===== config.mk =====
export PLATFORM = sky130hd
export DESIGN_NAME = icache_plru
export DESIGN_NICKNAME = d
export VERILOG_FILES = /design/src/common/icache_pkg.sv /design/src/rtl/icache_plru.sv
export SDC_FILE = /design/constraint.sdc
export NUM_CORES = 1
export LEC_CHECK = 0
export ABC_AREA = 1
export ABC_CLOCK_PERIOD_IN_PS = 2530
export BUFFER_PORTS_ARGS = -buffer_cell sky130_fd_sc_hd__buf_2
export CAP_MARGIN = 15
export CELL_PAD_IN_SITES_DETAIL_PLACEMENT = 1
export CELL_PAD_IN_SITES_GLOBAL_PLACEMENT = 1
export CORE_ASPECT_RATIO = 1.2
export CORE_MARGIN = 4
export CORE_UTILIZATION = 40
export CTS_BUF_LIST = sky130_fd_sc_hd__clkbuf_2 sky130_fd_sc_hd__clkbuf_4 sky130_fd_sc_hd__clkbuf_8
export DETAILED_ROUTE_END_ITERATION = 8
export HOLD_SLACK_MARGIN = 0.02
export PLACE_DENSITY = 0.64
export REMOVE_ABC_BUFFERS = 1
export SLEW_MARGIN = 20
export SYNTH_ARGS = -nofsm -noshare
export SYNTH_HDL_FRONTEND = slang
export SYNTH_SLANG_ARGS = --single-unit

===== constraint.sdc =====
create_clock -name clk -period 2.53 [get_ports clk]
set_clock_uncertainty 0.05 [all_clocks]
set_input_delay 0.1265 -clock clk [delete_from_list [all_inputs] [get_ports clk]]
set_output_delay 0.1265 -clock clk [all_outputs]
set_load 0.02 [all_outputs]

===== src/common/icache_pkg.sv =====
`default_nettype none

package icache_pkg;

    //////////////////////////////
    // geometry
    //////////////////////////////
    localparam int NUM_WAYS   = 4;
    localparam int NUM_SETS   = 128;
    localparam int LINE_WORDS = 8;

    typedef logic [6:0]   set_idx_t;
    typedef logic [19:0]  tag_t;
    typedef logic [3:0]   way_mask_t;
    typedef logic [255:0] line_t;
    typedef logic [127:0] half_t;
    typedef logic [2:0]   plru_t;

    // valid sits in the low bit
    typedef struct packed {
        tag_t tag;
        logic valid;
    } tagv_t;

    typedef enum logic [2:0] {
        RESET,
        IDLE,
        RUN,
        MISS,
        REFILL,
        FINISH,
        RECOVER
    } cache_state_e;

endpackage

`default_nettype wire


===== src/rtl/icache_plru.sv =====
`timescale 1ns/1ps
`default_nettype none

module icache_plru import icache_pkg::*; (
    input  logic      clk,
    input  logic      rst,
    input  logic      plru_lookup,
    input  logic      plru_commit,
    input  set_idx_t  set_index,
    output way_mask_t victim
);
    plru_t     tree [NUM_SETS];
    plru_t     cur;
    way_mask_t pick;

    assign cur = tree[set_index];

    // bit 0 picks the pair, bit 1 or 2 the way
    always_comb begin
        if (!cur[0]) begin
            pick = cur[1] ? 4'b0010 : 4'b0001;
        end else begin
            pick = cur[2] ? 4'b1000 : 4'b0100;
        end
    end

    always_ff @(posedge clk) begin
        if (!rst) begin
            victim <= '0;
        end else if (plru_lookup) begin
            victim <= pick;
        end
    end

    // point away from the refilled way
    always_ff @(posedge clk) begin
        if (!rst) begin
            for (int i = 0; i < NUM_SETS; i++) begin
                tree[i] <= '0;
            end
        end else if (plru_commit) begin
            case (victim)
                4'b0001: tree[set_index] <= {cur[2], 2'b11};
                4'b0010: tree[set_index] <= {cur[2], 2'b01};
                4'b0100: tree[set_index] <= {1'b1, cur[1], 1'b0};
                4'b1000: tree[set_index] <= {1'b0, cur[1], 1'b0};
                default: tree[set_index] <= cur;
            endcase
        end
    end

endmodule

`default_nettype wire


# Word level (Yosys, flattened, before mapping)
# Memory sizes are Yosys's and may differ from the RTL's.
# Index checks and enable logic that the tools add are counted.
# op_classes
eq_ne,4
n_mux,31
bitwise,4
reduce_logical,2
# op_table
op,count
$mux 1,22
$mux 3,5
$mux 4,2
$mux 7,1
$eq 4x1->1 const B,1
$eq 4x2->1 const B,1
$eq 4x3->1 const B,1
$eq 4x4->1 const B,1
$or 1x1->1,4
$reduce_or 4->1,1
$reduce_or 3->1,1
$mux 2,1
# totals
reg_bits,4
mem_bits_rw,384
input_bits,11
elab_cells,43
mem_count,1
# mem_list
name,words,word_bits,read_ports,rd_clocked_by_memory_dff,wr,line_no,rtl
tree,128,3,1,0,128,icache_plru.sv:12,plru_t tree [NUM_SETS];

# Depth between registers and ports, before layout
# depth
depth_word,11
mapped_depth,20

# Least setup slack after synthesis
# OpenSTA, ideal clock, no wires.
# synth_path
path_kind,input-to-reg
from,input port set_index[0]
to,memory tree[0][0] (netlist bit) (data pin)
setup_time_ps,267
t_arrival_ps,1838
t_required_ps,2213
path_slack_ps,376
stages,16
n_path_buf,5
cell_sequence,buf_2 -> buf_2 -> buf_2 -> or2_2 -> nand3_1 -> nand2_1 -> nor2_1 -> nor2_1 -> nor2_1 -> nand2_1 -> nand2_1 -> nand2_1 -> o21ai_2 -> buf_4 -> buf_6 -> a21oi_1
# synth_rtl
item,line_no,rtl
start: declaration,icache_plru.sv:9,"input set_idx_t set_index,"
end: declaration,icache_plru.sv:12,

==> results by group <==
Critical path
  • CP Cell Sequence: or2_4 -> o211ai_1 -> nand2_1 -> nor2_2 -> nor2_1 -> nor2_1 -> nand2_1 -> nand2_1 -> and2_4 -> nand2_4 -> nand2_4 -> buf_12 -> buf_12 -> clkbuf_16 -> a21oi_1
  • CP arrival: 2880 ps
  • Worst Setup End Kind: flip-flop
  • Slowest CP cell: edfxtp_1
  • Critical Path Start Type: flip-flop
  • Most used cell, CP: nand2_1
  • Critical path's largest stage delay: roughly 360 ps
  • WS Path Type: flip-flop to flip-flop
  • Critical path peak fanout: 7
  • Crit path required time: 2880 ps

Timing
  • Setup ws final: 6.02 ps
  • # setup viols final: 0
  • Minimum clock period after layout: 2520 ps
  • Worst-margin pin slew: 792 ps
  • Fin. Hold Viols: 0
  • Fmax: 396 MHz
  • Slew HR: 47.0%
  • Slew Viols, Final: 0
  • Period utilisation layout: approximately 100%
  • Unrepaired setup endpoints after global routing: yes

GRT
  • Global-route wire length before repair: 102000 um
  • Initial antenna violation count: 1
  • Total GRT Usage: around 25%
  • Vias in the first global route: 17112
  • Congestion Overflow GR: 0
  • Largest net degree at the start of global routing: 120

Synthesis
  • Seq/Total Area, Yosys: 58.0%
  • EDFF count, synth: about 380
  • Synth area leader: edfxtp_1
  • Most common flop cell mapped by yosys: edfxtp_1
  • Synth top area share: 57.6%
  • Post-synthesis register bit count: around 390
  • Library cells used by synthesis: 32
  • Post-synth ARST share: 0%
  • Mean Syn Cell Area: 8.75 um^2
  • Synth warn: 0
  • Syn Inst Count: 2288
  • Synth area leaders: edfxtp_1, nand2_1, nor2_1
  • Mapped cell area: 20000 um^2

Floorplan
  • FP Rows: 89
  • Die height: between 200 and 300 um
  • Core footprint: about 50000 um^2
  • Die footprint: between 50000 and 60000 um^2
  • Die width: between 200 and 250 um
  • Initial core utilization: 40.6%
  • IO Pins: 15

CTS
  • CTS tree: built
  • CTS max path bufs: 3
  • Worst-path clk slew: about 60 ps
  • Root buf cell: clkbuf_8
  • Clk sinks: a little under 400
  • Worst-Skew Late Latency: 700 ps
  • Total CTS buffers: 61
  • H-tree depth: 2

Final layout
  • Final Util: 47.6%
  • Fin cells: ~3000
  • Synth-to-layout area growth: 17.3%
  • Fillers: 5740
  • Layout cells sized above 1: 16.2%
  • Post-route cell area: 23500 um^2
  • Nets: 2381

Pwr
  • Internal power: 10600 uW
  • Max VDD drop: about 370 uV
  • Sw Share: 27.0%
  • Clock power share: 35.9%
  • Leakage: a little over 0.01 uW
  • Comb pwr share: 13.5%
  • Pwr dens: 616 nW/um^2
  • P_sw: 3910 uW
  • Sequential Power Share: between 50% and 60%

Placement
  • Place WS: -486 ps
  • Placed cell area: 21800 um^2
  • Final GP Congestion: ~0.83
  • Placed cell count: slightly below 3000
  • Dpl hpwl: 43100 um
  • Port bufs: 14

Route
  • DR vias/cell: 5.39
  • DR pass1 iterations: 5
  • Met3 WL post-DR: 3270 um
  • Highest routed metal layer: met4
  • Met2 WL: 35200 um
  • DRT iter0 DRCs: around 1200
  • Drt drc: 0
  • Antenna Nets Post-Route: 0
  • Final wirelength: 68900 um
  • Drt wl/cell: about 23 um
  • Met1 WL: 28100 um
  • Vias: 16455

Run status
  • Outcome: finished clean

Worst hold path
  • Hold crit path type: input pin to flip-flop

Flow run
  • Max_cap viols: 0
[power by group through the flow]
stage / Combinational, uW / Sequential (uW) / Clock, uW
finish: 1950 / 7330 / 5200
global route: 2090 / 7340 / 5570
CTS: 1830 / 7330 / 5290
detailed placement: 1790 / 7460 / 0
global placement: 1760 / 7450 / 0
floorplan: 775 / 7440 / 0
[synth_stat cells, types with 2 or more instances]
cell      count
clkbuf_1     55
edfxtp_1    384
buf_2        62
o21ai_1      13
or2_0         8
o211ai_1     40
dfxtp_1       4
buf_6        24
buf_1         5
and2_1        3
inv_1       153
nand2_1     844
or2_2        16
nand3_1      63
inv_2         2
nor4_1        2
nor3_1        4
nand2_2       2
buf_4        16
a21oi_2      55
nor4_2        4
o21ai_0      27
nor2_4        2
a21oi_1     205
nor2_1      288
[flip-flops by register name, summed over array words and instances (netlist names)]
signal  flops
victim      4
tree      384
[cell families after synthesis]
logic type      synth area share, %
compound gates                 10.1
buf+inv                        7.58
flops                          58.0
simple gates                   24.3
[placed cells by master (no fill, tap or decap), types with 46 or more instances in the layout]
master    synthesis  final
buf_12            0     46
nor2_1          288    280
buf_4            16     98
inv_1           153    152
edfxtp_1        384    384
a21oi_2          55     71
clkbuf_8          0     63
nand3_1          63     63
nand2_1         844    840
a21oi_1         205    187
[repair_timing]
action,CTS,global route
pin swaps,1,18
resized for setup,6,48
hold buffers,2,0
setup buffers,0,7
hold endpoints to repair,4,0
endpoints found under the setup margin,129,362
cloned,1,10
[critical path, delay by kind of cell, from the launching register on]
kind / cells / cell delay, ps
buf+inv: 3 / 440
flops: 1 / 360
compound gates: 2 / 140
simple gates: 10 / 1220
[stage by stage]
stage | hold slack (ps) | TNS, ps | power [uW]
floorplan | 170 | -1157230 | 8210
global placement | 340 | -185210 | 9220
detailed placement | 339 | -149990 | 9250
CTS | 62.9 | 0 | 14400
global route | 147 | -8440 | 15000
finish | 106 | 0 | 14500
[final cells by class]
class / instances / area (um^2) / share of cell area, %
Sequential cell: 388 / 11600 / 49.4
Multi-Input combinational cell: 1581 / 7130 / 30.4
Timing Repair Buffer: 181 / 2200 / 9.38
Clock buffer: 83 / 1020 / 4.33
Tap cell: 637 / 797 / 3.39
Inverter: 157 / 594 / 2.53
Clock inverter: 24 / 128 / 0.543
Antenna cell: 2 / 5.00 / 0.0213
[worst paths after layout]
kind         slack, ps                 startpoint  cells after the start                    endpoint
max                  6  tree[66][1]$_SDFFCE_PN0P_                     15  tree[110][1]$_SDFFCE_PN0P_
min                110               set_index[5]                      7      victim[3]$_SDFFE_PN0P_
max reg2reg          6  tree[66][1]$_SDFFCE_PN0P_                     15  tree[110][1]$_SDFFCE_PN0P_
min reg2reg        500     victim[2]$_SDFFE_PN0P_                      2      victim[2]$_SDFFE_PN0P_
[per-layer routing]
metal | track usage [%] | up-vias
li1 | - | 7677
met1 | 31.4 | 8200
met2 | 45.3 | 449
met3 | 2.78 | 129
met4 | 8.56 | 0
met5 | 0 | -
Power figures use the tool's default switching activity.
