File: src/common/icache_pkg.sv
`default_nettype none

package icache_pkg;

    //////////////////////////////
    // geometry
    //////////////////////////////
    localparam int NUM_WAYS   = 4;
    localparam int NUM_SETS   = 128;
    localparam int LINE_WORDS = 8;

    typedef logic [6:0]   set_idx_t;
    typedef logic [19:0]  tag_t;
    typedef logic [3:0]   way_mask_t;
    typedef logic [255:0] line_t;
    typedef logic [127:0] half_t;
    typedef logic [2:0]   plru_t;

    // valid sits in the low bit
    typedef struct packed {
        tag_t tag;
        logic valid;
    } tagv_t;

    typedef enum logic [2:0] {
        RESET,
        IDLE,
        RUN,
        MISS,
        REFILL,
        FINISH,
        RECOVER
    } cache_state_e;

endpackage

`default_nettype wire

File: src/common/icache_array_if.sv
`timescale 1ns/1ps
`default_nettype none

interface icache_array_if import icache_pkg::*; ();

    // address and write side
    set_idx_t  index;
    way_mask_t wen;
    logic      wvalid;
    tag_t      wtag;
    line_t     wline;

    // per-way read data, one cycle after the index
    tagv_t     rtagv [NUM_WAYS];
    line_t     rline [NUM_WAYS];

    modport ctrl (output index, wen, wvalid);

    modport fill (output wtag, wline);

    modport array (
        input  index, wen, wvalid, wtag, wline,
        output rtagv, rline
    );

    modport lookup (input rtagv, rline);

endinterface

`default_nettype wire

File: src/icache/icache_ctrl.sv
`timescale 1ns/1ps
`default_nettype none

module icache_ctrl import icache_pkg::*; (
    input  logic          clk,
    input  logic          rst,
    input  logic          sda_req,
    input  set_idx_t      sda_index,
    input  logic          hit,
    input  logic          accept,
    input  set_idx_t      sin_index,
    input  set_idx_t      sta_index,
    input  way_mask_t     victim,
    input  logic          arready,
    input  logic          last_beat,
    output cache_state_e  state,
    output logic          plru_lookup,
    output logic          plru_commit,
    icache_array_if.ctrl  arr
);
    set_idx_t sweep_cnt;
    logic     miss;

    assign miss = (state == RUN) && sda_req && !hit;

    //////////////////////////////
    // main FSM
    //////////////////////////////
    always_ff @(posedge clk) begin
        if (!rst) begin
            state <= RESET;
        end else begin
            case (state)
                RESET:   state <= (sweep_cnt == set_idx_t'(NUM_SETS - 1)) ? IDLE : RESET;
                IDLE:    state <= RUN;
                RUN:     state <= miss ? MISS : RUN;
                MISS:    state <= arready ? REFILL : MISS;
                REFILL:  state <= last_beat ? FINISH : REFILL;
                FINISH:  state <= RECOVER;
                RECOVER: state <= IDLE;
                default: state <= IDLE;
            endcase
        end
    end

    // one set per cycle
    always_ff @(posedge clk) begin
        if (!rst) begin
            sweep_cnt <= '0;
        end else if (state == RESET) begin
            sweep_cnt <= sweep_cnt + 7'd1;
        end
    end

    //////////////////////////////
    // array steering
    //////////////////////////////
    // recover re-reads whichever request sits in the data stage next
    assign arr.index = (state == RESET)   ? sweep_cnt :
                       (state == FINISH)  ? sda_index :
                       (state == RECOVER) ? (sda_req ? sda_index : sta_index) :
                       accept             ? sin_index : sta_index;

    assign arr.wen    = (state == RESET)  ? '1 :
                        (state == FINISH) ? victim : '0;
    assign arr.wvalid = (state == FINISH);

    assign plru_lookup = miss;
    assign plru_commit = (state == MISS);

endmodule

`default_nettype wire

File: src/flat_wrapper.sv
// flat-port wrapper written by rule: the top's interface ports become plain ports
module icache_ctrl_flat import icache_pkg::*;
  (clk, rst, sda_req, sda_index, hit, accept, sin_index, sta_index, victim, arready, last_beat, state, plru_lookup, plru_commit, arr_index, arr_wen, arr_wvalid);
  icache_array_if arr_i ();
  input  logic clk;
  input  logic rst;
  input  logic sda_req;
  input  set_idx_t sda_index;
  input  logic hit;
  input  logic accept;
  input  set_idx_t sin_index;
  input  set_idx_t sta_index;
  input  way_mask_t victim;
  input  logic arready;
  input  logic last_beat;
  output cache_state_e state;
  output logic plru_lookup;
  output logic plru_commit;
  output wire logic [$bits(arr_i.index)-1:0] arr_index;
  output wire logic [$bits(arr_i.wen)-1:0] arr_wen;
  output wire logic [$bits(arr_i.wvalid)-1:0] arr_wvalid;
  assign arr_index = arr_i.index;
  assign arr_wen = arr_i.wen;
  assign arr_wvalid = arr_i.wvalid;
  icache_ctrl u_core (.clk(clk), .rst(rst), .sda_req(sda_req), .sda_index(sda_index), .hit(hit), .accept(accept), .sin_index(sin_index), .sta_index(sta_index), .victim(victim), .arready(arready), .last_beat(last_beat), .state(state), .plru_lookup(plru_lookup), .plru_commit(plru_commit), .arr(arr_i));
endmodule
File: config.mk
export PLATFORM = sky130hd
export DESIGN_NAME = icache_ctrl_flat
export DESIGN_NICKNAME = d
export VERILOG_FILES = /design/src/common/icache_pkg.sv /design/src/common/icache_array_if.sv /design/src/icache/icache_ctrl.sv /design/src/flat_wrapper.sv
export SDC_FILE = /design/constraint.sdc
export NUM_CORES = 1
export LEC_CHECK = 0
export BUFFER_PORTS_ARGS = -buffer_cell sky130_fd_sc_hd__buf_2
export CAP_MARGIN = 5
export CORE_ASPECT_RATIO = 1.2
export CORE_MARGIN = 2
export CORE_UTILIZATION = 45
export DETAILED_ROUTE_END_ITERATION = 10
export PLACE_DENSITY = 0.8
export SYNTH_ARGS = -nofsm -noshare
export SYNTH_HDL_FRONTEND = slang
export SYNTH_SLANG_ARGS = --single-unit
File: constraint.sdc
create_clock -name clk -period 2.04 [get_ports clk]
set_clock_uncertainty 0.15 [all_clocks]
set_input_delay 0.102 -clock clk [delete_from_list [all_inputs] [get_ports clk]]
set_output_delay 0.102 -clock clk [all_outputs]
set_load 0.05 [all_outputs]
* Word level (Yosys, flattened, before mapping) *
Index checks and enable logic that the tools add are counted.

storage, ports and cells
  flip-flop bits (word level) = 10
  bits of input ports = 32
  output and inout bits = 17
  word-level logic and storage cells = 26

cells by class
  add/subtract/negate cells = 1
  eq/ne operators = 7
  multiplexer cells = 12
  reductions and logical operators = 4

operators by type and width
  operator               count
  $mux W7                5
  $pmux W3 S6            1
  $eq A3 B3 Y1 const B   3
  $mux W4                2
  $add A7 B1 Y7 const B  1
  $eq A7 B7 Y1 const B   1
  $eq A3 B2 Y1 const B   2
  $eq A3 B1 Y1 const B   1
  $logic_not A3 Y1       1
  $mux W1                3
  $mux W3                1
  $logic_and A1 B1 Y1    2
  $logic_not A1 Y1       1

* Depth between registers and ports, before layout *
  word-level depth = 5
  depth in mapped cells = 6
  depth with buffers taken out = 5

* Worst setup path after synthesis *
Ideal clock, no wire load.

  path type = register to output
  start = reg u_core.state[2]
  end = out arr_index[0]
  arrival time = 3054 ps
  data required time = 1788 ps
  slack = -1266 ps
  cell stages (with the launch flop) = 7
  path buffers = 1
  cells stage by stage = dfxtp_1 buf_2 inv_1 or2_2 inv_1 a211oi_1 a211oi_1

between the ends
  elaborated cells on any way between the ends = 6
  classes of those cells = eq/ne (2); mux (3); reduce/logical (1)

RTL lines
  item                    RTL line            text
  start, declared         icache_ctrl.sv:16   output cache_state_e state,
  start signal, assigned  icache_ctrl.sv:34   RESET: state <= (sweep_cnt == set_idx_t'(NUM_SETS - 1)) ? IDLE : RESET;
  start signal, assigned  icache_ctrl.sv:36   RUN: state <= miss ? MISS : RUN;
  start signal, assigned  icache_ctrl.sv:37   MISS: state <= arready ? REFILL : MISS;
  $eq A3 B3 Y1            -
  via arr_wvalid          flat_wrapper.sv:21  output wire logic [$bits(arr_i.wvalid)-1:0] arr_wvalid;
  $mux W7                 icache_ctrl.sv:60   (state == FINISH) ? sda_index :
  $mux W7                 icache_ctrl.sv:59   assign arr.index = (state == RESET) ? sweep_cnt :
  end, declared           flat_wrapper.sv:19  output wire logic [$bits(arr_i.index)-1:0] arr_index;

The timed path passes the listed nets, and every way through them passes these cells.

* Worst setup path in the final report *
  start = reg u_core.state[2]
  end = out arr_index[6]

between the ends
  word-level cells in the longest chain between the ends = 4
  elaborated cells on any way between the ends = 6
  classes of those cells = eq/ne (2); mux (3); reduce/logical (1)

RTL lines
  item          RTL line           text
  $eq A3 B3 Y1  icache_ctrl.sv:61  (state == RECOVER) ? (sda_req ? sda_index : sta_index) :
  $mux W7       icache_ctrl.sv:61
  $mux W7       icache_ctrl.sv:60
  $mux W7 (*)   icache_ctrl.sv:59

Every way passes the cells marked *; elsewhere a longest branch is shown, timed or not.

==> impl_metrics.toml <==
[placement]
hpwlAfterDp_um = 1990
dp_slack_ns = 0.2363
gp_congestion = 0.7891
port_buffers = 48

[floorplanning]
core-area_sq_um = 2027
die_h_um = 54.09
start_util_pct = 46.42
fp.dieW_um = 45.74
rows = 18
die_area_sq_um = 2474
ios = 49

[timing]
worstMarginPinSlew_ns = 0.4123
finalHoldViolations = 0
drv_slew = 0
fmax_mhz = 515.3
period_share_pct = 95.12
setup_viol = 0
rsz0062_at_grt = "false"
slew_headroom_pct = 72.51
period_needed_ns = 1.941
hold_ws_ns = 0.1317
tns_ns = 0
setup_slack_ns = 0.09948

[cells_and_area]
layout.nets = 214
n_antenna_cell = 0
final_cell_mix = "buf_2, nand2_1, nor2_1"
syn_to_final_growth_pct = 42.29
final_common_cell = "buf_2"
layout-drive-gt1-share_pct = 41.11
final_core_util_pct = 66.05

[detailed_routing]
drtIter0Drc = 15
drc = 0
num_vias = 1104
wl_um = 2546
first_pass_iters = 4
detail-route-antenna-nets = 0
wl_per_cell_um = 12.73
via_per_inst = 5.520

[setup_path]
worst-r2r-cell-count = 4
crit_type = "reg -> out"
rr_endpoint = "u_core.sweep_cnt[5]"
start_kind = "flop"
arrival_ns = 1.69
worstReg2RegStart = "u_core.state[0]"
worst-path-max-fanout = 12
reg2reg_setup_slack_ns = 0.20
cp.required_ns = 1.79
critPathCaptureType = "primary output"

[hold_path]
min_from = "last_beat"
hp-class = "in -> reg"
hold_end = "u_core.state[0]"
hold_depth = 5

[clocking]
clk_pin_slew_ns = 0.06
postCtsSetupBuffers = 0
clockBufferDepth = 2
clkLatencyLatePin_ns = 0.26
cts-htree-levels = 1
root_buffer = "clkbuf_4"
clock_sinks = 10
cts_tree = "done"
cts_buffers = 3

[global_route]
grt_pass1_wl_um = 4112
first_global_vias = 1025
antenna_found_initial = 0
grt.total_usage_pct = 22.03
grt_max_degree = 16
grt-ovfl-total = 0

[flow_run]
cap_violations = 0

[power]
power_density_nw_per_um2 = 344.5
leakage_nw = 0.5979
irDropWorstVdd_mv = 0.3465

[synth]
synth_seq_cells = 10
ys_types = 33
synth_cells = 131
avgSynthCellArea_sq_um = 7.182
syn_area_sq_um = 940.9
yosysSeqAreaShare_pct = 21.28
yosys_warnings = 0
syn_nets = 164

[outcome]
status = "finished clean"
==> synth_stat cells (all sizes together) <==
| cell | n | area share (%) |
|---|---|---|
| nand2 | 18 | 7.2 |
| nor2 | 13 | 5.2 |
| dfxtp | 10 | 21 |
| mux2i | 8 | 8.5 |
| o21ai | 8 | 4.3 |
| a22oi | 6 | 4.8 |
| inv | 6 | 2.4 |
| and2 | 5 | 3.3 |
| clkbuf | 5 | 2.0 |
| xnor2 | 5 | 4.7 |
| mux2 | 4 | 4.8 |
| nand2b | 4 | 2.7 |
| nand4 | 4 | 2.7 |
| nor3 | 4 | 2.1 |
| a21boi | 3 | 2.4 |
| buf | 3 | 1.5 |
| xor2 | 3 | 2.8 |
| a211oi | 2 | 1.6 |
| a221oi | 2 | 1.9 |
| nor2b | 2 | 1.3 |
| nor4 | 2 | 1.3 |
| o22ai | 2 | 1.3 |
| o2bb2ai | 2 | 1.9 |
| or3 | 2 | 1.3 |
| a21oi | 1 | 0.53 |
| a22o | 1 | 0.93 |
| and3 | 1 | 0.67 |
| and3b | 1 | 0.93 |
| ha | 1 | 1.3 |
| o21a | 1 | 0.80 |
| o311a | 1 | 1.1 |
| or2 | 1 | 0.67 |
==> metal layers <==
layer  vias up  track usage (%)  share of wire, %
li1        562                -                 -
met1       488            26.36                43
met2        52            41.78                51
met3         2            4.027               6.1
met4         0            1.429              0.51
met5         -                0                 0
==> stage by stage <==
stage	total power [mW]	area, sq um	std cells
final	0.4612	1339	200
after detailed placement	0.3255	1264	194
after global placement	0.3227	1264	194
after floorplan	0.2782	1018	131
after global routing	0.4967	1339	200
after CTS	0.4685	1313	200
==> how the worst max path moves through the flow <==
| stage | startpoint | endpoint | slack (ns) | cells past startpoint |
|---|---|---|---|---|
| 2_1_floorplan | u_core.state[2] | arr_index[0] | 0.02 | 6 |
| 3_3_place_gp | u_core.state[0] | u_core.sweep_cnt[5] | 0.27 | 4 |
| 3_5_place_dp | u_core.state[0] | u_core.sweep_cnt[5] | 0.24 | 4 |
| 4_1_cts | u_core.state[1] | arr_index[3] | 0.05 | 6 |
| 5_1_grt | u_core.state[2] | arr_index[6] | 0.0004 | 6 |
| 6_report | u_core.state[2] | arr_index[6] | 0.1 | 6 |
==> worst max-delay path, cell delays in order, from the launching register on <==
cell and delay [ns]:
dfxtp_4 0.44, inv_1 0.07, buf_4 0.17, nor4_1 0.26, nor3_1 0.08, a22o_1 0.19
clkbuf_4 0.21
==> flip-flops by register name (all words and copies together) (netlist names) <==
signal / count
u_core.state: 3
u_core.sweep_cnt: 7
==> cell type report <==
cell class	instances	area [sq um]
multi-input cells	107	758.2
fillers	175	688.2
repair buffers	53	294.0
flip-flops and latches	10	209.0
clock buffers	4	26.28
inverters	6	26.28
well taps	20	25.02
==> report_power, final <==
group / switching, mW / total, mW / internal (mW)
sequential: 0.00775 / 0.206 / 0.198
clock: 0.0598 / 0.135 / 0.0752
combinational: 0.0616 / 0.121 / 0.0589
==> kinds of logic after synthesis <==
kind of cell	synth area share (%)
AND/OR/NAND/NOR	29.39
AO/OA/AOI/OAI	21.41
buffers and inverters	5.851
multiplexers	13.30
flip-flops	21.28
XOR/XNOR	7.447
adder cells (fa/ha/maj)	1.330
==> timing repair <==
action	4_1_cts	5_1_grt
endpoints found under the setup margin	1	5
hold buffers	2	0
gates resized for setup	1	6
pin swaps	0	0
hold endpoints to repair	3	0
No activity file was read; power rests on OpenSTA's default activity.
