$ cat src/common/icache_pkg.sv
`default_nettype none

package icache_pkg;

    //////////////////////////////
    // geometry
    //////////////////////////////
    localparam int NUM_WAYS   = 4;
    localparam int NUM_SETS   = 128;
    localparam int LINE_WORDS = 8;

    typedef logic [6:0]   set_idx_t;
    typedef logic [19:0]  tag_t;
    typedef logic [3:0]   way_mask_t;
    typedef logic [255:0] line_t;
    typedef logic [127:0] half_t;
    typedef logic [2:0]   plru_t;

    // valid sits in the low bit
    typedef struct packed {
        tag_t tag;
        logic valid;
    } tagv_t;

    typedef enum logic [2:0] {
        RESET,
        IDLE,
        RUN,
        MISS,
        REFILL,
        FINISH,
        RECOVER
    } cache_state_e;

endpackage

`default_nettype wire

$ cat src/common/icache_array_if.sv
`timescale 1ns/1ps
`default_nettype none

interface icache_array_if import icache_pkg::*; ();

    // address and write side
    set_idx_t  index;
    way_mask_t wen;
    logic      wvalid;
    tag_t      wtag;
    line_t     wline;

    // per-way read data, one cycle after the index
    tagv_t     rtagv [NUM_WAYS];
    line_t     rline [NUM_WAYS];

    modport ctrl (output index, wen, wvalid);

    modport fill (output wtag, wline);

    modport array (
        input  index, wen, wvalid, wtag, wline,
        output rtagv, rline
    );

    modport lookup (input rtagv, rline);

endinterface

`default_nettype wire

$ cat src/icache/icache_pipe.sv
`timescale 1ns/1ps
`default_nettype none

module icache_pipe import icache_pkg::*; (
    input  logic           clk,
    input  logic           rst,
    input  logic           inst_req,
    input  logic [7:0]     inst_index,
    input  tag_t           inst_tag,
    output half_t          inst_rdata,
    output logic           inst_index_ok,
    output logic           inst_data_ok,
    input  cache_state_e   state,
    input  logic           fill_hit,
    input  half_t          fill_half,
    output logic           sda_req,
    output set_idx_t       sda_index,
    output logic           sda_half,
    output tag_t           sda_tag,
    output logic           hit,
    output logic           accept,
    output set_idx_t       sin_index,
    output set_idx_t       sta_index,
    icache_array_if.lookup arr
);
    logic       sin_half;
    logic       advance;
    logic       sta_req;
    set_idx_t   sta_index_q;
    logic       sta_half;
    tag_t       sta_tag;
    tagv_t      sda_tagv [NUM_WAYS];
    line_t      sda_line [NUM_WAYS];
    way_mask_t  hit_way;
    logic [1:0] hit_loc;
    line_t      hit_line;
    half_t      hit_half;

    //////////////////////////////
    // index stage
    //////////////////////////////
    assign sin_index = inst_index[7:1];
    assign sin_half  = inst_index[0];

    // data stage empty or finishing this cycle
    assign advance       = !sda_req || inst_data_ok;
    assign inst_index_ok = (state != RESET) && inst_req && advance;
    assign accept        = inst_index_ok;

    // an empty tag stage presents the incoming index
    assign sta_index = sta_req ? sta_index_q : sin_index;

    always_ff @(posedge clk) begin
        if (!rst) begin
            sta_req <= 1'b0;
            sda_req <= 1'b0;
        end else if (advance) begin
            sta_req <= accept;
            sda_req <= sta_req;
        end
    end

    //////////////////////////////
    // tag and data stages
    //////////////////////////////
    always_ff @(posedge clk) begin
        if (accept) begin
            sta_index_q <= sin_index;
            sta_half    <= sin_half;
            sta_tag     <= inst_tag;
        end
    end

    always_ff @(posedge clk) begin
        if (advance) begin
            sda_index <= sta_index_q;
            sda_half  <= sta_half;
            sda_tag   <= sta_tag;
            sda_tagv  <= arr.rtagv;
            sda_line  <= arr.rline;
        end else if (state == IDLE) begin
            // re-read after a fill
            sda_tagv <= arr.rtagv;
            sda_line <= arr.rline;
        end
    end

    for (genvar w = 0; w < NUM_WAYS; w++) begin : g_cmp
        assign hit_way[w] = sda_tagv[w].valid && (sda_tagv[w].tag == sda_tag);
    end

    assign hit_loc  = {hit_way[3] | hit_way[2], hit_way[3] | hit_way[1]};
    assign hit_line = sda_line[hit_loc];
    assign hit_half = sda_half ? hit_line[255:128] : hit_line[127:0];

    assign hit          = sda_req && (|hit_way) && (state == RUN);
    assign inst_data_ok = sda_req && (hit || fill_hit);
    assign inst_rdata   = fill_hit ? fill_half : hit_half;

endmodule

`default_nettype wire

$ cat src/flat_wrapper.sv
// flat-port wrapper written by rule: the top's interface ports become plain ports
module icache_pipe_flat import icache_pkg::*;
  (clk, rst, inst_req, inst_index, inst_tag, inst_rdata, inst_index_ok, inst_data_ok, state, fill_hit, fill_half, sda_req, sda_index, sda_half, sda_tag, hit, accept, sin_index, sta_index, arr_rtagv, arr_rline);
  icache_array_if arr_i ();
  input  logic clk;
  input  logic rst;
  input  logic inst_req;
  input  logic [7:0] inst_index;
  input  tag_t inst_tag;
  output half_t inst_rdata;
  output logic inst_index_ok;
  output logic inst_data_ok;
  input  cache_state_e state;
  input  logic fill_hit;
  input  half_t fill_half;
  output logic sda_req;
  output set_idx_t sda_index;
  output logic sda_half;
  output tag_t sda_tag;
  output logic hit;
  output logic accept;
  output set_idx_t sin_index;
  output set_idx_t sta_index;
  input wire logic [$bits(arr_i.rtagv)-1:0] arr_rtagv;
  input wire logic [$bits(arr_i.rline)-1:0] arr_rline;
  assign arr_i.rtagv = {>>{arr_rtagv}};
  assign arr_i.rline = {>>{arr_rline}};
  icache_pipe u_core (.clk(clk), .rst(rst), .inst_req(inst_req), .inst_index(inst_index), .inst_tag(inst_tag), .inst_rdata(inst_rdata), .inst_index_ok(inst_index_ok), .inst_data_ok(inst_data_ok), .state(state), .fill_hit(fill_hit), .fill_half(fill_half), .sda_req(sda_req), .sda_index(sda_index), .sda_half(sda_half), .sda_tag(sda_tag), .hit(hit), .accept(accept), .sin_index(sin_index), .sta_index(sta_index), .arr(arr_i));
endmodule
$ cat config.mk
export PLATFORM = sky130hd
export DESIGN_NAME = icache_pipe_flat
export DESIGN_NICKNAME = d
export VERILOG_FILES = /design/src/common/icache_pkg.sv /design/src/common/icache_array_if.sv /design/src/icache/icache_pipe.sv /design/src/flat_wrapper.sv
export SDC_FILE = /design/constraint.sdc
export NUM_CORES = 1
export LEC_CHECK = 0
export BUFFER_PORTS_ARGS = -buffer_cell sky130_fd_sc_hd__buf_2
export CAP_MARGIN = 20
export CORE_AREA = 4 4 556 558
export CTS_CLUSTER_DIAMETER = 30
export DETAILED_ROUTE_END_ITERATION = 16
export DIE_AREA = 0 0 560 562
export PLACE_DENSITY_LB_ADDON = 0.1
export SYNTH_ARGS = -nofsm -noshare
export SYNTH_HDL_FRONTEND = slang
export SYNTH_SLANG_ARGS = --single-unit
$ cat constraint.sdc
create_clock -name clk -period 31.6 [get_ports clk]
set_input_delay 6.32 -clock clk [delete_from_list [all_inputs] [get_ports clk]]
set_output_delay 6.32 -clock clk [all_outputs]
set_load 0.01 [all_outputs]
Yosys cells after proc, flatten, opt, wreduce, memory -nomap -nowiden
Index checks and enable logic that the tools add are counted.

Order comparisons: 1. Equal/unequal tests: 6. Mux-type cells: 10. Bitwise gates (word level): 3. Reduce and logical (&&, ||, !) cells: 15.

Operators by type and width (count): $mux W1024 (2); $bmux W256 S2 (1); $mux W256 (2); $mux W128 (2); $mux W84 (2); $eq A20 B20 Y1 (4); $logic_and A1 B1 Y1 (9); $mux W7 (1); $reduce_or A4 Y1 (1); $eq A3 B1 Y1 const B (1); $eq A3 B2 Y1 const B (1); $ge A3 B3 Y1 const B (1); $not A2 Y3 (1); $reduce_bool A3 Y1 (1); $logic_or A1 B1 Y1 (2); $or A1 B1 Y1 (2); $reduce_bool A2 Y1 (1); $logic_not A1 Y1 (1).

Register bits after elaboration: 1166. Input bits: 1271. Output and inout port bits: 175.

Depth between registers and ports, before layout
Depth in word-level cells: 9. Mapped depth: 10. Depth with buffers taken out: 7.

Worst setup path after synthesis
No wires, ideal clock.

Kind: input port to flip-flop. Start: in fill_hit. End: reg u_core.sda_line[0] in the netlist's numbering, enable pin. Arrival time: 24.756 ns. Data required time: 24.074 ns. Slack: -0.681 ns. Cell stages on the path: 3. Path buffers: 1. Path through: clkbuf_1 nor3b_1 nand2_1.

Cells in the longest elaborated chain, start to end: 4.

Ends and longest elaborated chain: start: declaration (RTL line flat_wrapper.sv:14) `input logic fill_hit;`; $logic_or A1 B1 Y1 (RTL line icache_pipe.sv:97) `assign inst_data_ok = sda_req && (hit || fill_hit);`; $logic_and A1 B1 Y1 (RTL line icache_pipe.sv:97); $logic_or A1 B1 Y1 (RTL line icache_pipe.sv:46) `assign advance = !sda_req || inst_data_ok;`; $reduce_bool A2 Y1 (no line); end signal: assignment (RTL line icache_pipe.sv:80) `sda_line <= arr.rline;`; end signal: assignment (RTL line icache_pipe.sv:84) `sda_line <= arr.rline;`; end: declaration (RTL line icache_pipe.sv:33) `line_t sda_line [NUM_WAYS];`.

No other way between the ends. A chain may end at the register's enable or synchronous reset.

Worst setup path in the final report
Start: in fill_hit. End: out inst_rdata[9].

Cells in the longest elaborated chain, start to end: 1.

Ends and longest elaborated chain: $mux W128 (RTL line icache_pipe.sv:98) `assign inst_rdata = fill_hit ? fill_half : hit_half;`; end: declaration (RTL line flat_wrapper.sv:10) `output half_t inst_rdata;`.

No other way between the ends.

==> impl_metrics.toml <==
[outcome]
status = "complete, no violations"

[clock_network]
clock-sinks = 1166
post_cts_resized = 0
clk-insertion-delay-late_ps = 910
clk_path_buf_depth = 4
numCtsBuffers = 399
cts_hold_buf = 0
clk_root_buffer_cell = "clkbuf_16"
clkTransAtPathRegs_ps = 40
cts_tree = "built"
cts.htree.levels = 5
post_cts_buffers = 0

[floorplan]
die_h_um = 562
die_w_um = 560
pin_count = 1446
core_area_um2 = 305000
die_area_um2 = 315000
fp-row-count = 203
start_util = 0.155

[routing]
dr_total_vias = 34600
wl_per_cell_um = 32.3
drt-total-wl_um = 280000
via_per_inst = 3.99
dr.pass1.iters = 5
ant_nets = 0
route.detailed.drc = 0
first_iter_violations = 2188

[sta]
skew_ps = 63.1
min_period_ps = 16030
slew_headroom = 0.190
drv_slew = 0
fin_setup_tns_ps = 0
tightest_slew_ps = 1210
clock.fmax_mhz = 62.4
rsz0062_at_grt = "false"
setup_violations = 0
hold_viol_final = 0
period_share = 0.507

[synth]
synthTopCellsByArea = "edfxtp_1 74%, mux2_2 4.1%, a221oi_2 3.0%, a41o_1 2.7%, a211oi_2 2.4%"
yosysUniqueCellTypes = 43
ys_dominant_reg_cell = "edfxtp_1"
synth_edf_count = 1164
synthCells = 2559
synth_top_area_share = 0.742
yosysTopAreaCell = "edfxtp_1"
yosysWarnings = 0
syn_area_um2 = 47100
yosysSeqAreaShare = 0.743
syn_avg_cell_area_um2 = 18.4
synth_nets = 3830
async_flop_share = 0
ys_ff_latch = 1166

[placement]
portBuffers = 1445
place_inst = 7858
hpwl_um = 210000
place_congestion = 0.825

[global_routing]
grt_pass1_wl_um = 359000
grt_overflow = 0
grt_use_total = 0.170
antenna_found_initial = 397
grt_pass1_vias = 36300
grt_max_degree = 152

[power]
ir_drop_uv = 45.6
p_per_area_nw_per_um2 = 82.0
power_w = 0.00591
leakagePower_nw = 28.0

[worst_hold_path]
hp-class = "flop to flop"

[layout]
drive_gt1_frac = 0.531
nets = 5533
stdcell_count = 8677
area_growth_pct = 53.0

[critical_path]
cp_max_fo = 42
worstSetupPathType = "input pin to output pin"
cp-end-kind = "output pin"
required_ps = 25280
cp.arrival_ps = 9710
cp-start-kind = "input pin"

[job]
cap_violations = 0
## final cells by class
class                           count  area [um2]
Inverter                            1        3.75
Timing Repair Buffer             1508        7810
Tap cell                         3997        5000
Fill cell                       32100      232000
Clock inverter                    271        2600
Clock buffer                      465       10300
Antenna cell                       83         208
Multi-Input combinational cell   1186       11200
Sequential cell                  1166       35000
## flip-flops by register name, summed over array words and instances, names as in the netlist, 7 cells and up
register            cells
u_core.sda_tag         20
u_core.sta_index_q      7
u_core.sda_tagv        84
u_core.sda_index        7
u_core.sta_tag         20
u_core.sda_line      1024
## per-layer routing
metal / GRT usage / wire length [um]
met5: 0 / 1220
met4: 0.0487 / 9550
met3: 0.0656 / 24800
met2: 0.282 / 131000
met1: 0.204 / 114000
## cell usage after synthesis (13+ instances only)
cell / n
xor2_1: 26
nor2b_1: 128
a211oi_2: 91
buf_4: 34
mux2_2: 173
nor4_1: 13
xnor2_1: 54
mux2_1: 88
edfxtp_1: 1164
a21oi_1: 128
a221oi_2: 94
a221oi_1: 34
clkbuf_1: 96
a211oi_1: 37
a32oi_1: 128
nand4_1: 20
a41o_1: 128
buf_2: 58
## metrics by stage
stage           util  hold WS [ps]  setup WS, ps  cell area [um2]
6_report       0.237           406         15570            72100
5_1_grt        0.236           417         15310            72000
4_1_cts        0.236           412         15320            71900
3_5_place_dp   0.194           405         15330            59000
3_3_place_gp   0.194           404         15350            59000
2_1_floorplan      -           400         10470            47100
## kinds of logic (layout without fill, tap and decap cells)
logic type,count (synthesis),in the layout,synth area share
flops,1166,1166,0.743
compound gates,646,646,0.132
mux,264,264,0.0632
buf+inv,207,2245,0.0218
simple gates,196,196,0.0257
xor+xnor,80,80,0.0149
other cells,0,83,0
## path summary, 6_finish.rpt
path | from | to | slack [ps] | cells past startpoint
max | fill_hit | inst_rdata[9] | 15570 | 9
min | u_core.sta_tag[6] | u_core.sda_tag[6] | 410 | 0
max reg2reg | u_core.sda_tag[19] | u_core.sda_line[721] | 24530 | 11
min reg2reg | u_core.sta_tag[6] | u_core.sda_tag[6] | 410 | 0
## placed cells by master, fill, tap and decap left out, types with 15 or more instances in the layout
cell type,count
clkinv_1,110
a21oi_1,128
diode_2,83
nand4_1,20
a32oi_1,128
buf_2,1444
a221oi_2,94
xnor2_1,54
clkinv_16,15
clkinv_2,93
bufinv_16,35
a211oi_1,37
mux2_2,173
mux2_1,88
clkbuf_1,62
xor2_1,26
clkbuf_16,403
a211oi_2,91
edfxtp_1,1164
a41o_1,128
a221oi_1,34
buf_4,55
nor2b_1,128
## critical path, stage by stage
cell	delay, ps
buf_6	370
or2_4	590
buf_4	610
buf_4	760
a41o_1	170
a221oi_1	60
buf_4	200
a211oi_1	260
buf_2	200
## power by group
group	switching (W)	internal (W)	total, W
Sequential	0.0000559	0.00182	0.00188
Clock	0.00116	0.00258	0.00374
Combinational	0.000164	0.000130	0.000293
Total	0.00137	0.00454	0.00591
Power figures use the tool's default switching activity.
