<file path="src/common/icache_pkg.sv">
`default_nettype none

package icache_pkg;

    //////////////////////////////
    // geometry
    //////////////////////////////
    localparam int NUM_WAYS   = 4;
    localparam int NUM_SETS   = 128;
    localparam int LINE_WORDS = 8;

    typedef logic [6:0]   set_idx_t;
    typedef logic [19:0]  tag_t;
    typedef logic [3:0]   way_mask_t;
    typedef logic [255:0] line_t;
    typedef logic [127:0] half_t;
    typedef logic [2:0]   plru_t;

    // valid sits in the low bit
    typedef struct packed {
        tag_t tag;
        logic valid;
    } tagv_t;

    typedef enum logic [2:0] {
        RESET,
        IDLE,
        RUN,
        MISS,
        REFILL,
        FINISH,
        RECOVER
    } cache_state_e;

endpackage

`default_nettype wire

</file>
<file path="src/common/axi_rd_pkg.sv">
`default_nettype none

package axi_rd_pkg;

    // eight beats per line
    localparam logic [3:0] RD_LEN = 4'd7;

    // 4-byte beats
    localparam logic [2:0] RD_SIZE = 3'd2;

    localparam logic [1:0] RD_BURST_WRAP = 2'b10;

    // refill port id
    localparam logic [3:0] ICACHE_RD_ID = 4'd3;

endpackage

`default_nettype wire

</file>
<file path="src/common/icache_array_if.sv">
`timescale 1ns/1ps
`default_nettype none

interface icache_array_if import icache_pkg::*; ();

    // address and write side
    set_idx_t  index;
    way_mask_t wen;
    logic      wvalid;
    tag_t      wtag;
    line_t     wline;

    // per-way read data, one cycle after the index
    tagv_t     rtagv [NUM_WAYS];
    line_t     rline [NUM_WAYS];

    modport ctrl (output index, wen, wvalid);

    modport fill (output wtag, wline);

    modport array (
        input  index, wen, wvalid, wtag, wline,
        output rtagv, rline
    );

    modport lookup (input rtagv, rline);

endinterface

`default_nettype wire

</file>
<file path="src/rtl/icache_refill.sv">
`timescale 1ns/1ps
`default_nettype none

module icache_refill import icache_pkg::*, axi_rd_pkg::*; #(
    parameter logic [3:0] RD_ID = ICACHE_RD_ID
) (
    input  logic         clk,
    input  logic         rst,
    input  cache_state_e state,
    input  tag_t         sda_tag,
    input  set_idx_t     sda_index,
    input  logic         sda_half,
    output logic [31:0]  araddr,
    output logic [3:0]   arid,
    output logic [3:0]   arlen,
    output logic [2:0]   arsize,
    output logic [1:0]   arburst,
    output logic         arvalid,
    input  logic         arready,
    input  logic [3:0]   rid,
    input  logic [31:0]  rdata,
    input  logic         rlast,
    input  logic         rvalid,
    output logic         rready,
    output logic         last_beat,
    output logic         fill_hit,
    output half_t        fill_half,
    icache_array_if.fill arr
);
    logic [31:0] line_buf [LINE_WORDS];
    line_t       line_flat;
    tag_t        fill_tag;
    set_idx_t    fill_set;
    logic [2:0]  beat_cnt;
    logic        beat_ok;

    // wrap burst from the missing half
    assign araddr  = {sda_tag, sda_index, sda_half, 4'b0000};
    assign arid    = RD_ID;
    assign arlen   = RD_LEN;
    assign arsize  = RD_SIZE;
    assign arburst = RD_BURST_WRAP;
    assign arvalid = (state == MISS);
    assign rready  = (state == REFILL);

    assign beat_ok   = rready && rvalid && (rid == RD_ID);
    assign last_beat = beat_ok && rlast;

    always_ff @(posedge clk) begin
        if (!rst) begin
            beat_cnt <= '0;
        end else if (arvalid && arready) begin
            beat_cnt <= {sda_half, 2'b00};
        end else if (beat_ok) begin
            beat_cnt <= beat_cnt + 3'd1;
        end
    end

    always_ff @(posedge clk) begin
        if (arvalid && arready) begin
            fill_tag <= sda_tag;
            fill_set <= sda_index;
        end
        if (beat_ok) begin
            line_buf[beat_cnt] <= rdata;
        end
    end

    always_comb begin
        for (int i = 0; i < LINE_WORDS; i++) begin
            line_flat[i*32 +: 32] = line_buf[i];
        end
    end

    assign arr.wtag  = fill_tag;
    assign arr.wline = line_flat;

    // hand the missing half straight back
    assign fill_hit  = (state == FINISH) && (fill_set == sda_index) && (fill_tag == sda_tag);
    assign fill_half = sda_half ? line_flat[255:128] : line_flat[127:0];

endmodule

`default_nettype wire

</file>
<file path="src/flat_wrapper.sv">
// flat-port wrapper written by rule: the top's interface ports become plain ports
module icache_refill_flat import icache_pkg::*, axi_rd_pkg::*;
#(
    parameter logic [3:0] RD_ID = ICACHE_RD_ID
)
  (clk, rst, state, sda_tag, sda_index, sda_half, araddr, arid, arlen, arsize, arburst, arvalid, arready, rid, rdata, rlast, rvalid, rready, last_beat, fill_hit, fill_half, arr_wtag, arr_wline);
  icache_array_if arr_i ();
  input  logic clk;
  input  logic rst;
  input  cache_state_e state;
  input  tag_t sda_tag;
  input  set_idx_t sda_index;
  input  logic sda_half;
  output logic [31:0] araddr;
  output logic [3:0] arid;
  output logic [3:0] arlen;
  output logic [2:0] arsize;
  output logic [1:0] arburst;
  output logic arvalid;
  input  logic arready;
  input  logic [3:0] rid;
  input  logic [31:0] rdata;
  input  logic rlast;
  input  logic rvalid;
  output logic rready;
  output logic last_beat;
  output logic fill_hit;
  output half_t fill_half;
  output wire logic [$bits(arr_i.wtag)-1:0] arr_wtag;
  output wire logic [$bits(arr_i.wline)-1:0] arr_wline;
  assign arr_wtag = arr_i.wtag;
  assign arr_wline = arr_i.wline;
  icache_refill #(.RD_ID(RD_ID)) u_core (.clk(clk), .rst(rst), .state(state), .sda_tag(sda_tag), .sda_index(sda_index), .sda_half(sda_half), .araddr(araddr), .arid(arid), .arlen(arlen), .arsize(arsize), .arburst(arburst), .arvalid(arvalid), .arready(arready), .rid(rid), .rdata(rdata), .rlast(rlast), .rvalid(rvalid), .rready(rready), .last_beat(last_beat), .fill_hit(fill_hit), .fill_half(fill_half), .arr(arr_i));
endmodule
</file>
<file path="config.mk">
export PLATFORM = sky130hd
export DESIGN_NAME = icache_refill_flat
export DESIGN_NICKNAME = d
export VERILOG_FILES = /design/src/common/icache_pkg.sv /design/src/common/axi_rd_pkg.sv /design/src/common/icache_array_if.sv /design/src/rtl/icache_refill.sv /design/src/flat_wrapper.sv
export SDC_FILE = /design/constraint.sdc
export NUM_CORES = 1
export LEC_CHECK = 0
export BUFFER_PORTS_ARGS = -buffer_cell sky130_fd_sc_hd__buf_2
export CORE_AREA = 3 3 205 207
export CTS_CLUSTER_DIAMETER = 50
export DETAILED_ROUTE_END_ITERATION = 6
export DIE_AREA = 0 0 208 210
export PLACE_DENSITY_LB_ADDON = 0.25
export RECOVER_POWER = 100
export REMOVE_ABC_BUFFERS = 1
export SKIP_LAST_GASP = 1
export SLEW_MARGIN = 20
export SYNTH_ARGS = -nofsm -noshare
export SYNTH_HDL_FRONTEND = slang
export SYNTH_SLANG_ARGS = --single-unit
</file>
<file path="constraint.sdc">
create_clock -name clk -period 4.75 [get_ports clk]
set_input_delay 0.7125 -clock clk [delete_from_list [all_inputs] [get_ports clk]]
set_output_delay 0.7125 -clock clk [all_outputs]
set_load 0.03 [all_outputs]
</file>
== Word-level counts from Yosys, hierarchy flattened ==
Memory sizes are Yosys's and may differ from the RTL's.
Index checks and enable logic that the tools add are counted.
Storage, ports and cells
  bits of input ports: 72
  logic and storage cells: 26
  bits in writable memories: 256
  memories kept: 1
  output and inout bits: 453
  bits in registers: 30
Cells by class
  equality and inequality tests: 6
  reduce and logical (&&, ||, !) cells: 8
  bitwise gates (word level): 1
  mux-type cells: 5
  $add $sub $neg: 1
Memory list
  u_core.line_buf: words 8, width 32, read ports 8, clocked after memory_dff 0, write ports 1, line icache_refill.sv:30  | logic [31:0] line_buf [LINE_WORDS];
Operators by type and width (number)
  $mux W128: 1
  $eq A20 B20 Y1: 1
  $eq A7 B7 Y1: 1
  $eq A3 B3 Y1 const B: 2
  $logic_and A1 B1 Y1: 6
  $mux W3: 2
  $eq A4 B2 Y1 const B: 1
  $add A3 B1 Y3 const B: 1
  $eq A3 B2 Y1 const B: 1
  $mux W1: 2
  $reduce_bool A2 Y1: 1
  $reduce_or A2 Y1: 1
  $not A1 Y1: 1

== Depth between registers and ports, before layout ==
  depth after elaboration: 5
  depth in mapped cells: 4

== Worst setup path before layout ==
Ideal clock, no wire load.
  kind: input -> register
  start: input rid[3]
  end: memory u_core.line_buf[0][0] (enable)
  stages: 4
  arrival time: 3.630 ns
  path buffers: 0
  library setup time: 0.461 ns
  slack: 0.659 ns
  cells stage by stage: nand4b_1 -> nor4_4 -> nand2b_2 -> nor3_1
Between the ends
  cells in the longest elaborated chain, start to end: 4
Ends and longest elaborated chain
  from (decl): line flat_wrapper.sv:21  | input logic [3:0] rid;
  $eq A4 B2 Y1: line icache_refill.sv:46  | assign beat_ok = rready && rvalid && (rid == RD_ID);
  $logic_and A1 B1 Y1: line icache_refill.sv:46
  $mux W1: line icache_refill.sv:64  | if (beat_ok) begin
  $mux W1 (implied by the code): line icache_refill.sv:65  | line_buf[beat_cnt] <= rdata;
  to (decl): line icache_refill.sv:30
No other way between the ends.

== Worst setup path in the final report ==
  start: input state[1]
  end: memory u_core.line_buf[2][30] (enable)
Between the ends
  cells in the longest elaborated chain, start to end: 5
Ends and longest elaborated chain
  from (decl): line flat_wrapper.sv:10  | input cache_state_e state;
  $eq A3 B3 Y1: line icache_refill.sv:44  | assign rready = (state == REFILL);
  $logic_and A1 B1 Y1 (2 in a row): line icache_refill.sv:46
  $mux W1: line icache_refill.sv:64
  $mux W1 (implied by the code): line icache_refill.sv:65
No other way between the ends.

==> run metrics <==
CP max stage cell clkbuf_1; sequential area share after synthesis 78.20%; share of cells above drive strength 1 18.96%; Gate Count Post-Synth 542; reg2reg path depth 3; Sink Count between 200 and 300; Remaining DRCs 0; number of max-cap violations 0; Synth area leader edfxtp_1; commonest non-fill, non-tap cell in the layout clkbuf_1; Root Driver clkbuf_16; routed len/inst 19.69 µm; synthesized flop and latch total 286; Final Hold Fails 0; most frequent cells in the layout 507 x clkbuf_1, 283 x edfxtp_1, 127 x mux2_2, 35 x clkbuf_16, 19 x xor2_1; Synth area leaders edfxtp_1 78%, mux2_2 13%, buf_4 3.1%; Final setup viols 0; dpl hpwl about 24,000 µm; relative slew slack between 2 and 3%; RePlAce Congestion 0.7841; final period utilization 76.14%; antenna-violating nets left 0; Final #Nets 1,129; share of the synthesized area in the top cell type 77.65%; chip height approximately 210 µm; H-Tree Depth 2; fillers roughly 4,200; number of cells on the worst hold path 1; RSZ-0062 raised after global routing no; final instance area 14,400 µm²; Placement Cell Area 14,010 µm²; io pins 525; Setup crit start kind input pin; Hold Path Class in -> reg; drt first-iter violations 295; post-synthesis instance area 10,940 µm²; Max Clock Skew 0.01481 ns; Area Growth Syn to Fin 31.60%; Leak Pwr 4.529 nW; Crit path depth 6; Slew @ Worst Pin 1.462 ns; crit path buf inv count 2; initial antenna violation count 0; Num CTS Buffers 35; Die Width roughly 210 µm; fmax 276.5 MHz; CP Class in -> reg; GR Overflow Total 0; count of buffers from port buffering 507; CTS hold repair buffers 0; Largest stage delay, worst path 1.09 ns; Yosys cell types 31; Core ar. slightly above 40,000 µm²; vias in the first global route 7,017; Die ar. around 44,000 µm²; Synth Warn # 0; Clk Latency, worst-skew pair between 0.5 and 0.6 ns; Crit Path Max Fanout 18; register clock-pin slew on the reported worst setup and hold paths 0.06 ns; Crit path required time 4.86 ns; routed via count between 6,000 and 7,000; Crit. End Element flip-flop; Resized Gates After CTS 0; Arr. time, crit path 3.73 ns; Tot GR Track Use 13.66%; setup TNS after final layout 0 ns; row count 74; global-route wire length before repair approximately 45,000 µm; min Tclk post-route 3.617 ns; drt first pass iters 4; largest net degree at the start of global routing 81; status finished clean; Pwr Density 393.1 nW/µm²; crit path cell chain buf_2 -> nand2b_1 -> nor4_1 -> nand2b_2 -> nor3b_1 -> clkbuf_1; CTS tree done; setup bufs post-CTS 0; Antenna Cells 0; peak supply drop about 0.28 mV; overall routed net length 31,760 µm; Final Max Slew Viols 0; clock tree buffer depth 3; Avg Vias per Cell 4.270; syn avg cell area 20.19 µm²; Starting Density 26.99%; Top delay family on crit path simple AND/OR/NAND/NOR gates
-- worst reg2reg max path, stage by stage, from the launching register on --
cell,delay (ns)
dfxtp_1,0.32
nand2b_2,0.22
nor3b_1,0.34
clkbuf_1,1.09
-- cell usage after synthesis (all sizes together) --
cell type and n:
nand3 2, nand2 4, xor2 19, nand3b 1, and2 1, nand4b 1, buf 59, mux2i 1
nand4 2, nor3 2, inv 1, nand2b 2, nor4 7, o21ai 1, conb 2, nor3b 4
nor2 5, mux2 128, ha 1, xnor2 9, edfxtp 283, a31oi 1, clkbuf 1, dfxtp 3
and3b 1, a21bo 1
-- power by group --
group	switching [mW]	internal (mW)
Clock	1.03	1.54
Combinational	0.217	0.0827
Sequential	0.00497	2.78
Total	1.26	4.41
-- final timing paths --
check	startpoint	end	slack (ns)
worst min register to register	u_core.beat_cnt[2]	u_core.beat_cnt[2]	0.60
worst max register to register	u_core.beat_cnt[2]	u_core.line_buf[2][30]	2.34
worst min-delay path	sda_tag[0]	u_core.arr.wtag[0]	0.45
worst max-delay path	state[1]	u_core.line_buf[2][30]	1.13
-- layer usage --
| layer | vias up | wire (µm) | global-route usage (%) |
|---|---|---|---|
| li1 | 3089 | - | - |
| met1 | 3417 | 12420 | 16.17 |
| met2 | 333 | 16330 | 24.49 |
| met3 | 48 | 2243 | 3.036 |
| met4 | 0 | 765 | 4.999 |
| met5 | - | 0 | 0 |
-- kinds of logic (layout without fill, tap and decap cells) --
| group | count (synthesis) | in the layout | share of synthesized area [%] |
|---|---|---|---|
| DFF | 286 | 286 | 78.20 |
| muxes | 129 | 129 | 13.26 |
| buffers and inverters | 61 | 585 | 3.784 |
| and+or+nand+nor | 32 | 32 | 2.138 |
| xor gates and xnor gates | 28 | 28 | 2.241 |
| AOI/OAI and AO/OA | 3 | 3 | 0.1943 |
| other | 2 | 17 | 0.06862 |
| adders and majority gates | 1 | 1 | 0.1143 |
-- through the flow --
step | hold slack (ns) | std cells | setup WS, ns | util [%] | power, mW
after floorplan | 0.5536 | 497 | 0.6588 | - | 2.997
after global placement | 0.5964 | 1549 | 1.612 | 34.41 | 3.159
after detailed placement | 0.6045 | 1551 | 1.713 | 34.55 | 3.161
after CTS | 0.3627 | 1613 | 1.711 | 37.33 | 5.775
after global routing | 0.4287 | 1613 | 0.9221 | 35.51 | 5.876
final | 0.4545 | 1613 | 1.133 | 35.51 | 5.661
-- registers in the layout, indices dropped and copies added, names as in the netlist --
name	flops
u_core.arr.wtag	20
u_core.beat_cnt	3
u_core.line_buf	256
u_core.fill_set	7
-- layout make-up --
class	instances	area [µm²]	share of cell area, %
clock buffers	40	894.6	6.211
clock inverters	22	231.5	1.607
flip-flops and latches	286	8558	59.42
multi-input cells	210	1997	13.86
well taps	532	665.6	4.622
inverters	1	3.754	0.02606
repair buffers	522	2052	14.25
(Power assumes the default switching activity.)
